===== src/hw/gpioPkg.sv =====
//--------------------------------------------------------------------------
// GPIO LED controller shared definitions
// Register offsets, field widths, flash mode codes and reset values
// used by the register block and the LED channels
//--------------------------------------------------------------------------
`default_nettype none

package gpioPkg;

	// Channel count is fixed by the register map
	localparam int cLedNumber = 5;

	// Field widths
	localparam int cFlashModeWidth = 2;
	localparam int cDutyWidth = 8;
	localparam int cIvTimerWidth = 16;

	// Bus address split into block select and register offset
	localparam int cCsrOfsWidth = 8;
	localparam int cBlockWidth = 8;

	//----------------------------------------------------------------------
	// Register map
	//----------------------------------------------------------------------
	localparam logic [cCsrOfsWidth-1:0] cOfsEnable = 8'h00;
	localparam logic [cCsrOfsWidth-1:0] cOfsFlashMode = 8'h04;
	localparam logic [cCsrOfsWidth-1:0] cOfsDuty0 = 8'h08;	// Duty 0..4 at 08..18
	localparam logic [cCsrOfsWidth-1:0] cOfsIvTimer0 = 8'h1c;	// Timer 0..4 at 1c..2c
	localparam int cOfsStep = 4;	// Byte step between channel registers

	// PWM cycle length, counter runs 0..254
	localparam int cPwmPeriod = 255;

	// Flash mode codes, code 3 behaves as steady
	localparam logic [cFlashModeWidth-1:0] cModeSteady = 2'd0;
	localparam logic [cFlashModeWidth-1:0] cModeBlink = 2'd1;
	localparam logic [cFlashModeWidth-1:0] cModeAlternate = 2'd2;

	// Reset values
	localparam logic [cLedNumber-1:0] cEnableReset = '0;
	localparam logic [cFlashModeWidth-1:0] cFlashModeReset = '0;
	localparam logic [cDutyWidth-1:0] cDutyReset = '0;
	localparam logic [cIvTimerWidth-1:0] cIvTimerReset = '1;	// Slowest blink

endpackage

`default_nettype wire


===== src/hw/gpioCsr.sv =====
//--------------------------------------------------------------------------
// GPIO control and status register block
// Decodes bus writes into LED enable, flash mode, duty and timer registers
// and returns read data with a valid pulse one cycle after a block hit
//--------------------------------------------------------------------------
`timescale 1ns/1ps
`default_nettype none

module gpioCsr #(
	parameter logic [gpioPkg::cBlockWidth-1:0] pAdrsMap = 8'h01,
	parameter int pBusAdrsBit = 16
)(
	input wire iSysClk,
	input wire rstN,
	// Bus slave
	input wire [31:0] susiWd,
	input wire [pBusAdrsBit-1:0] susiAdrs,
	input wire susiWCke,
	output logic [31:0] susiRd,
	output logic susiREd,
	// Register outputs
	output logic [gpioPkg::cLedNumber-1:0] ledEn,
	output logic [gpioPkg::cFlashModeWidth-1:0] flashMode,
	output logic [gpioPkg::cDutyWidth-1:0] duty0,
	output logic [gpioPkg::cDutyWidth-1:0] duty1,
	output logic [gpioPkg::cDutyWidth-1:0] duty2,
	output logic [gpioPkg::cDutyWidth-1:0] duty3,
	output logic [gpioPkg::cDutyWidth-1:0] duty4,
	output logic [gpioPkg::cIvTimerWidth-1:0] ivTimer0,
	output logic [gpioPkg::cIvTimerWidth-1:0] ivTimer1,
	output logic [gpioPkg::cIvTimerWidth-1:0] ivTimer2,
	output logic [gpioPkg::cIvTimerWidth-1:0] ivTimer3,
	output logic [gpioPkg::cIvTimerWidth-1:0] ivTimer4
);
	import gpioPkg::*;

	logic [cCsrOfsWidth-1:0] csrOfs;
	logic blockHit;
	logic wrHit;
	logic enableWe;
	logic flashModeWe;
	logic [cLedNumber-1:0] dutyWe;
	logic [cLedNumber-1:0] ivTimerWe;
	logic [cDutyWidth-1:0] dutyReg [cLedNumber];
	logic [cIvTimerWidth-1:0] ivTimerReg [cLedNumber];
	logic [31:0] rdNext;

	//----------------------------------------------------------------------
	// Address decode
	//----------------------------------------------------------------------
	assign csrOfs = susiAdrs[cCsrOfsWidth-1:0];
	assign blockHit = (susiAdrs[cCsrOfsWidth +: cBlockWidth] == pAdrsMap);
	assign wrHit = susiWCke & blockHit;

	always_comb
	begin
		enableWe = wrHit && (csrOfs == cOfsEnable);
		flashModeWe = wrHit && (csrOfs == cOfsFlashMode);
		// One enable per channel register
		for (int i = 0; i < cLedNumber; i++)
		begin
			dutyWe[i] = wrHit && (csrOfs == cCsrOfsWidth'(cOfsDuty0 + cOfsStep * i));
			ivTimerWe[i] = wrHit && (csrOfs == cCsrOfsWidth'(cOfsIvTimer0 + cOfsStep * i));
		end
	end

	//----------------------------------------------------------------------
	// Register file
	//----------------------------------------------------------------------
	always_ff @(posedge iSysClk)
	begin
		if (!rstN)
		begin
			ledEn <= cEnableReset;
			flashMode <= cFlashModeReset;
			for (int i = 0; i < cLedNumber; i++)
			begin
				dutyReg[i] <= cDutyReset;
				ivTimerReg[i] <= cIvTimerReset;
			end
		end
		else
		begin
			if (enableWe)
				ledEn <= susiWd[cLedNumber-1:0];
			if (flashModeWe)
				flashMode <= susiWd[cFlashModeWidth-1:0];
			for (int i = 0; i < cLedNumber; i++)
			begin
				if (dutyWe[i])
					dutyReg[i] <= susiWd[cDutyWidth-1:0];	// Low field bits only
				if (ivTimerWe[i])
					ivTimerReg[i] <= susiWd[cIvTimerWidth-1:0];
			end
		end
	end

	// Channel register outputs
	assign duty0 = dutyReg[0];
	assign duty1 = dutyReg[1];
	assign duty2 = dutyReg[2];
	assign duty3 = dutyReg[3];
	assign duty4 = dutyReg[4];
	assign ivTimer0 = ivTimerReg[0];
	assign ivTimer1 = ivTimerReg[1];
	assign ivTimer2 = ivTimerReg[2];
	assign ivTimer3 = ivTimerReg[3];
	assign ivTimer4 = ivTimerReg[4];

	//----------------------------------------------------------------------
	// Read path
	//----------------------------------------------------------------------
	// Unmapped offsets read as zero
	always_comb
	begin
		rdNext = '0;
		if (csrOfs == cOfsEnable)
			rdNext = 32'(ledEn);
		if (csrOfs == cOfsFlashMode)
			rdNext = 32'(flashMode);
		for (int i = 0; i < cLedNumber; i++)
		begin
			if (csrOfs == cCsrOfsWidth'(cOfsDuty0 + cOfsStep * i))
				rdNext = 32'(dutyReg[i]);
			if (csrOfs == cCsrOfsWidth'(cOfsIvTimer0 + cOfsStep * i))
				rdNext = 32'(ivTimerReg[i]);
		end
	end

	// Read data follows any hit, held otherwise
	always_ff @(posedge iSysClk)
	begin
		if (blockHit)
			susiRd <= rdNext;	// Pre-write value on a same-cycle write
	end

	always_ff @(posedge iSysClk)
	begin
		if (!rstN)
			susiREd <= 1'b0;
		else
			susiREd <= blockHit;	// One-cycle valid per hit cycle
	end

endmodule

`default_nettype wire


===== src/hw/gpioLedChannel.sv =====
//--------------------------------------------------------------------------
// GPIO LED channel
// PWM counter and interval timer with blink phase, output level chosen
// by the flash mode and registered onto the LED pin
//--------------------------------------------------------------------------
`timescale 1ns/1ps
`default_nettype none

module gpioLedChannel (
	input wire iSysClk,
	input wire rstN,
	input wire enable,
	input wire [gpioPkg::cFlashModeWidth-1:0] flashMode,
	input wire [gpioPkg::cDutyWidth-1:0] duty,
	input wire [gpioPkg::cIvTimerWidth-1:0] ivTimer,
	input wire oddChannel,	// Channel position, inverts phase in alternate mode
	output logic led
);
	import gpioPkg::*;

	// Last PWM counter value before wrap
	localparam logic [cDutyWidth-1:0] cPwmLast = cDutyWidth'(cPwmPeriod - 1);

	logic chanClr;
	logic [cDutyWidth-1:0] pwmCnt;
	logic pwmLevel;
	logic [cIvTimerWidth-1:0] ivCnt;
	logic ivHit;
	logic blinkPhase;
	logic ledNext;

	// Channel held cleared while disabled
	assign chanClr = !rstN || !enable;

	//----------------------------------------------------------------------
	// PWM
	//----------------------------------------------------------------------
	always_ff @(posedge iSysClk)
	begin
		if (chanClr)
			pwmCnt <= '0;
		else if (pwmCnt == cPwmLast)
			pwmCnt <= '0;
		else
			pwmCnt <= pwmCnt + 1'b1;
	end

	// Duty 0 never high, duty 255 always high
	assign pwmLevel = (pwmCnt < duty);

	//----------------------------------------------------------------------
	// Interval timer and blink phase
	//----------------------------------------------------------------------
	assign ivHit = (ivCnt == ivTimer);

	always_ff @(posedge iSysClk)
	begin
		if (chanClr)
		begin
			ivCnt <= '0;
			blinkPhase <= 1'b0;
		end
		else if (ivHit)
		begin
			ivCnt <= '0;	// Phase flips every reload+1 cycles
			blinkPhase <= ~blinkPhase;
		end
		else
		begin
			ivCnt <= ivCnt + 1'b1;
		end
	end

	//----------------------------------------------------------------------
	// Output select
	//----------------------------------------------------------------------
	always_comb
	begin
		case (flashMode)
			cModeBlink:
				ledNext = pwmLevel & blinkPhase;
			cModeAlternate:
				ledNext = pwmLevel & (blinkPhase ^ oddChannel);	// Odd ones lit off-phase
			default:
				ledNext = pwmLevel;	// Steady and spare code
		endcase
	end

	// LED lags the counter state by one cycle
	always_ff @(posedge iSysClk)
	begin
		if (chanClr)
			led <= 1'b0;
		else
			led <= ledNext;
	end

endmodule

`default_nettype wire


===== src/hw/gpioTop.sv =====
//--------------------------------------------------------------------------
// GPIO LED controller top level
// Register block on the bus driving five independent LED channels
//--------------------------------------------------------------------------
`timescale 1ns/1ps
`default_nettype none

module gpioTop #(
	parameter logic [gpioPkg::cBlockWidth-1:0] pAdrsMap = 8'h01,
	parameter int pBusAdrsBit = 16
)(
	input wire iSysClk,
	input wire rstN,
	// Bus slave
	input wire [31:0] susiWd,
	input wire [pBusAdrsBit-1:0] susiAdrs,
	input wire susiWCke,
	output wire [31:0] susiRd,
	output wire susiREd,
	// LED pins
	output wire [gpioPkg::cLedNumber-1:0] led
);
	import gpioPkg::*;

	wire [cLedNumber-1:0] ledEn;
	wire [cFlashModeWidth-1:0] flashMode;
	wire [cDutyWidth-1:0] duty [cLedNumber];
	wire [cIvTimerWidth-1:0] ivTimer [cLedNumber];

	//----------------------------------------------------------------------
	// Register block
	//----------------------------------------------------------------------
	gpioCsr #(
		.pAdrsMap (pAdrsMap),
		.pBusAdrsBit (pBusAdrsBit)
	) uGpioCsr (
		.iSysClk (iSysClk),
		.rstN (rstN),
		.susiWd (susiWd),
		.susiAdrs (susiAdrs),
		.susiWCke (susiWCke),
		.susiRd (susiRd),
		.susiREd (susiREd),
		.ledEn (ledEn),
		.flashMode (flashMode),
		.duty0 (duty[0]),
		.duty1 (duty[1]),
		.duty2 (duty[2]),
		.duty3 (duty[3]),
		.duty4 (duty[4]),
		.ivTimer0 (ivTimer[0]),
		.ivTimer1 (ivTimer[1]),
		.ivTimer2 (ivTimer[2]),
		.ivTimer3 (ivTimer[3]),
		.ivTimer4 (ivTimer[4])
	);

	//----------------------------------------------------------------------
	// LED channels
	//----------------------------------------------------------------------
	for (genvar i = 0; i < cLedNumber; i++)
	begin : gLed
		gpioLedChannel uLedChannel (
			.iSysClk (iSysClk),
			.rstN (rstN),
			.enable (ledEn[i]),
			.flashMode (flashMode),	// Shared by all channels
			.duty (duty[i]),
			.ivTimer (ivTimer[i]),
			.oddChannel (1'(i % 2)),
			.led (led[i])
		);
	end

endmodule

`default_nettype wire


===== config.mk =====
export PLATFORM = sky130hd
export DESIGN_NAME = gpioTop
export DESIGN_NICKNAME = d
export VERILOG_FILES = /design/src/hw/gpioPkg.sv /design/src/hw/gpioCsr.sv /design/src/hw/gpioLedChannel.sv /design/src/hw/gpioTop.sv
export SDC_FILE = /design/constraint.sdc
export NUM_CORES = 1
export LEC_CHECK = 0
export ABC_AREA = 0
export BUFFER_PORTS_ARGS = -buffer_cell sky130_fd_sc_hd__buf_2
export CAP_MARGIN = 30
export CORE_MARGIN = 3
export CORE_UTILIZATION = 55
export DETAILED_ROUTE_END_ITERATION = 16
export HOLD_SLACK_MARGIN = 0.02
export PLACE_DENSITY = 0.81
export SLEW_MARGIN = 20
export SYNTH_ARGS = -nofsm -noshare
export SYNTH_HDL_FRONTEND = slang
export SYNTH_SLANG_ARGS = --single-unit

===== constraint.sdc =====
create_clock -name iSysClk -period 3.05 [get_ports iSysClk]
set_input_delay 0.305 -clock iSysClk [delete_from_list [all_inputs] [get_ports iSysClk]]
set_output_delay 0.305 -clock iSysClk [all_outputs]
set_load 0.05 [all_outputs]

==> metrics.md <==
| Metric | Value |
|---|---|
| Critical-path maximum fanout | 2 |
| H-Tree Depth | 1 |
| Area leader, netlist | edfxtp_1 |
| Vias in the first global route | 8987 |
| Cell variety after synth | 62 |
| WP data required | 3.35 ns |
| Total negative slack | 0 ns |
| Global-route wire length before repair | 50.1 mm |
| Most frequent cells in the layout | nor2_1 (147), dfxtp_1 (138), edfxtp_1 (136), xnor2_1 (115), xor2_1 (65) |
| Slew Viols, Final | 0 |
| Max Cap Violations | 0 |
| Worst Hold Path Cells | 3 |
| Leak | 5.27 nW |
| Worst path bufs/invs | 1 |
| Total CTS buffers | 29 |
| Initial antenna violation count | 0 |
| Pwr Density | 545 nW/µm² |
| Antenna-violating nets left | 0 |
| Gpl congestion | 0.979 |
| RSZ-0062 raised after global routing | no |
| Final setup margin | 0.622 ns |
| Synth Instances | 1206 |
| Die X | 159 µm |
| Sequential fraction of the synthesis area | 0.530 |
| VDD IR max | 0.508 mV |
| Row count | 55 |
| Mapped Area | 12900 µm² |
| Slowest-stage cell, CP | a2111oi_0 |
| Initial DRT Pass Iterations | 7 |
| Number of port buffers | 56 |
| Hold_ws | 0.0647 ns |
| DRT Wirelength | 32.4 mm |
| F_max | 412 MHz |
| Post CTS Setup Buffer Count | 0 |
| WP data arrival | 2.73 ns |
| Post-synth EDFFs | 136 |
| Maximum root-to-sink buffer count | 3 |
| Final hold vios | 0 |
| Mean post-synth cell area | 10.7 µm² |
| Clock Skew | 0.0250 ns |
| Ys flop type | dfxtp_1 |
| Post_cts resized | 0 |
| Final nets | 1388 |
| Fillers | 1818 |
| Gr ovfl total | 0 |
| Rel. slew slack | 0.487 |
| Synth area leaders | edfxtp_1 (32%), dfxtp_1 (21%), xnor2_1 (7.8%), ha_1 (4.9%), xor2_1 (4.4%) |
| Largest net degree at the start of global routing | 21 |
| # clock sinks | 274 |
| Nature of the critical path endpoint | flip-flop |
| Clk_lat worst skew | 0.57 ns |
| Worst-path clk slew | 0.07 ns |
| CP cell instances | nor2b_1 -> o22ai_1 -> a22oi_1 -> a2111oi_0 -> buf_4 -> a21oi_1 -> a221o_1 |
| Area growth, synth to finish | 13.0% |
| Chip height | 159 µm |
| Slowest stage delay, CP | 0.63 ns |
| Total track usage | 0.251 |
| Leading cell type in the layout, fill and taps excluded | nor2_1 |
| Async SR Flop Fraction | 0 |
| Top delay family on crit path | compound AO/OA/AOI/OAI gates |
| Hold Crit Class | in -> reg |
| Non-filler instance count after layout | 1622 |
| Final setup vio count | 0 |
| Cells after DPL | 1568 |
| Io pins | 89 |
| Top-area cell type share of the netlist area | 0.316 |
| DRC | 0 |
| Antenna diodes | 0 |
| Core area | 22800 µm² |
| Initial Utilization | 0.565 |
| Outcome | completed |
| Dpl ws | 0.324 ns |
| Vias | 9355 |
| Initial DRC Count | 1097 |
| Post-DP HPWL | 24.5 mm |
| Final period utilization | 0.796 |
| DR WL/cell | 20.0 µm |
| Syn. warnings | 0 |
| CTS tree | yes |
| Min cycle time layout | 2.43 ns |
| Clock root cell | clkbuf_16 |
| Tightest Pin Transition | 0.749 ns |
| Startpoint types | flip-flop |
| Share of layout cells above drive strength 1 | 0.120 |
| Seq cells post-synth | 274 |
| Levels on crit path | 7 |
| Critical path class | reg -> reg |
| Post-CTS Hold Buffers | 0 |
| Total Die Area | 25300 µm² |
| Via density | 5.77 |
| Overall power | 7.94 mW |
| Worst reg-to-reg path cell count | 7 |
## sequential cells by signal (all words and copies together) (netlist names)
register,count
uGpioCsr.flashMode,2
gLed.uLedChannel.blinkPhase,5
gLed.uLedChannel.led,5
uGpioCsr.ivTimerReg,80
gLed.uLedChannel.ivCnt,80
uGpioCsr.dutyReg,40
uGpioCsr.ledEn,5
gLed.uLedChannel.pwmCnt,40
uGpioCsr.susiREd,1
uGpioCsr.susiRd,16
## cells by family after synthesis
family,share of synthesized area
simple gates,0.161
flops,0.530
xor+xnor,0.122
compound gates,0.0885
buf+inv,0.0400
fa+ha+maj,0.0494
mux,0.00785
other cells,0.000291
## path summary, 6_finish.rpt
kind / slack [ns] / from / end
max: 0.62 / uGpioCsr.ivTimerReg[0][19] / uGpioCsr.susiRd[3]
min: 0.06 / susiWd[2] / uGpioCsr.ledEn[2]
max reg2reg: 0.62 / uGpioCsr.ivTimerReg[0][19] / uGpioCsr.susiRd[3]
min reg2reg: 0.47 / gLed[2].uLedChannel.pwmCnt[0] / gLed[2].uLedChannel.pwmCnt[0]
## through the flow
stage	utilization	instance area, µm²
after floorplan	-	13000
after global placement	0.595	13600
after detailed placement	0.595	13600
after CTS	0.638	14600
after global routing	0.638	14600
final	0.638	14600
## Yosys cell counts, drive strengths merged (9+ instances only)
cell    number
nand4       34
or3         13
clkbuf      20
nand2b      21
o22ai       13
o21ai       33
buf         36
nor4        10
xnor2      115
and2        13
nor2       150
a222oi       9
mux2i        9
dfxtp      138
nand3       60
ha          51
edfxtp     136
and3        23
a21oi       31
xor2        65
nand2       53
nor2b       14
a22oi       16
inv         52
## routing by layer
| metal | global-route usage | wire [µm] | up-vias |
|---|---|---|---|
| met5 | 0 | 0 | - |
| met4 | 0.0732 | 949 | 0 |
| met3 | 0.0458 | 2780 | 65 |
| met2 | 0.398 | 14800 | 374 |
| met1 | 0.355 | 13900 | 4492 |
| li1 | - | - | 4424 |
## worst reg2reg max path, delay by kind of cell, from the launching register on
family | cells | cell delay [ns]
compound gates | 5 | 1.33
buf+inv | 1 | 0.22
simple gates | 1 | 0.18
flops | 1 | 0.42
## layout make-up
cell class,count,area [µm²],area share
Sequential cell,274,6850,0.470
Multi-Input combinational cell,839,5620,0.385
Clock buffer,33,782,0.0536
Timing Repair Buffer,90,536,0.0367
Tap cell,313,392,0.0269
Clock inverter,21,213,0.0146
Inverter,52,195,0.0134
## power by group
group / switching, mW / internal, mW / total (mW) / leakage, nW
Sequential: 0.0850 / 3.94 / 4.02 / 2.48
Clock: 1.55 / 2.05 / 3.61 / 0.479
Combinational: 0.203 / 0.114 / 0.317 / 2.31
Note: power is estimated with default switching activity, not from simulation.
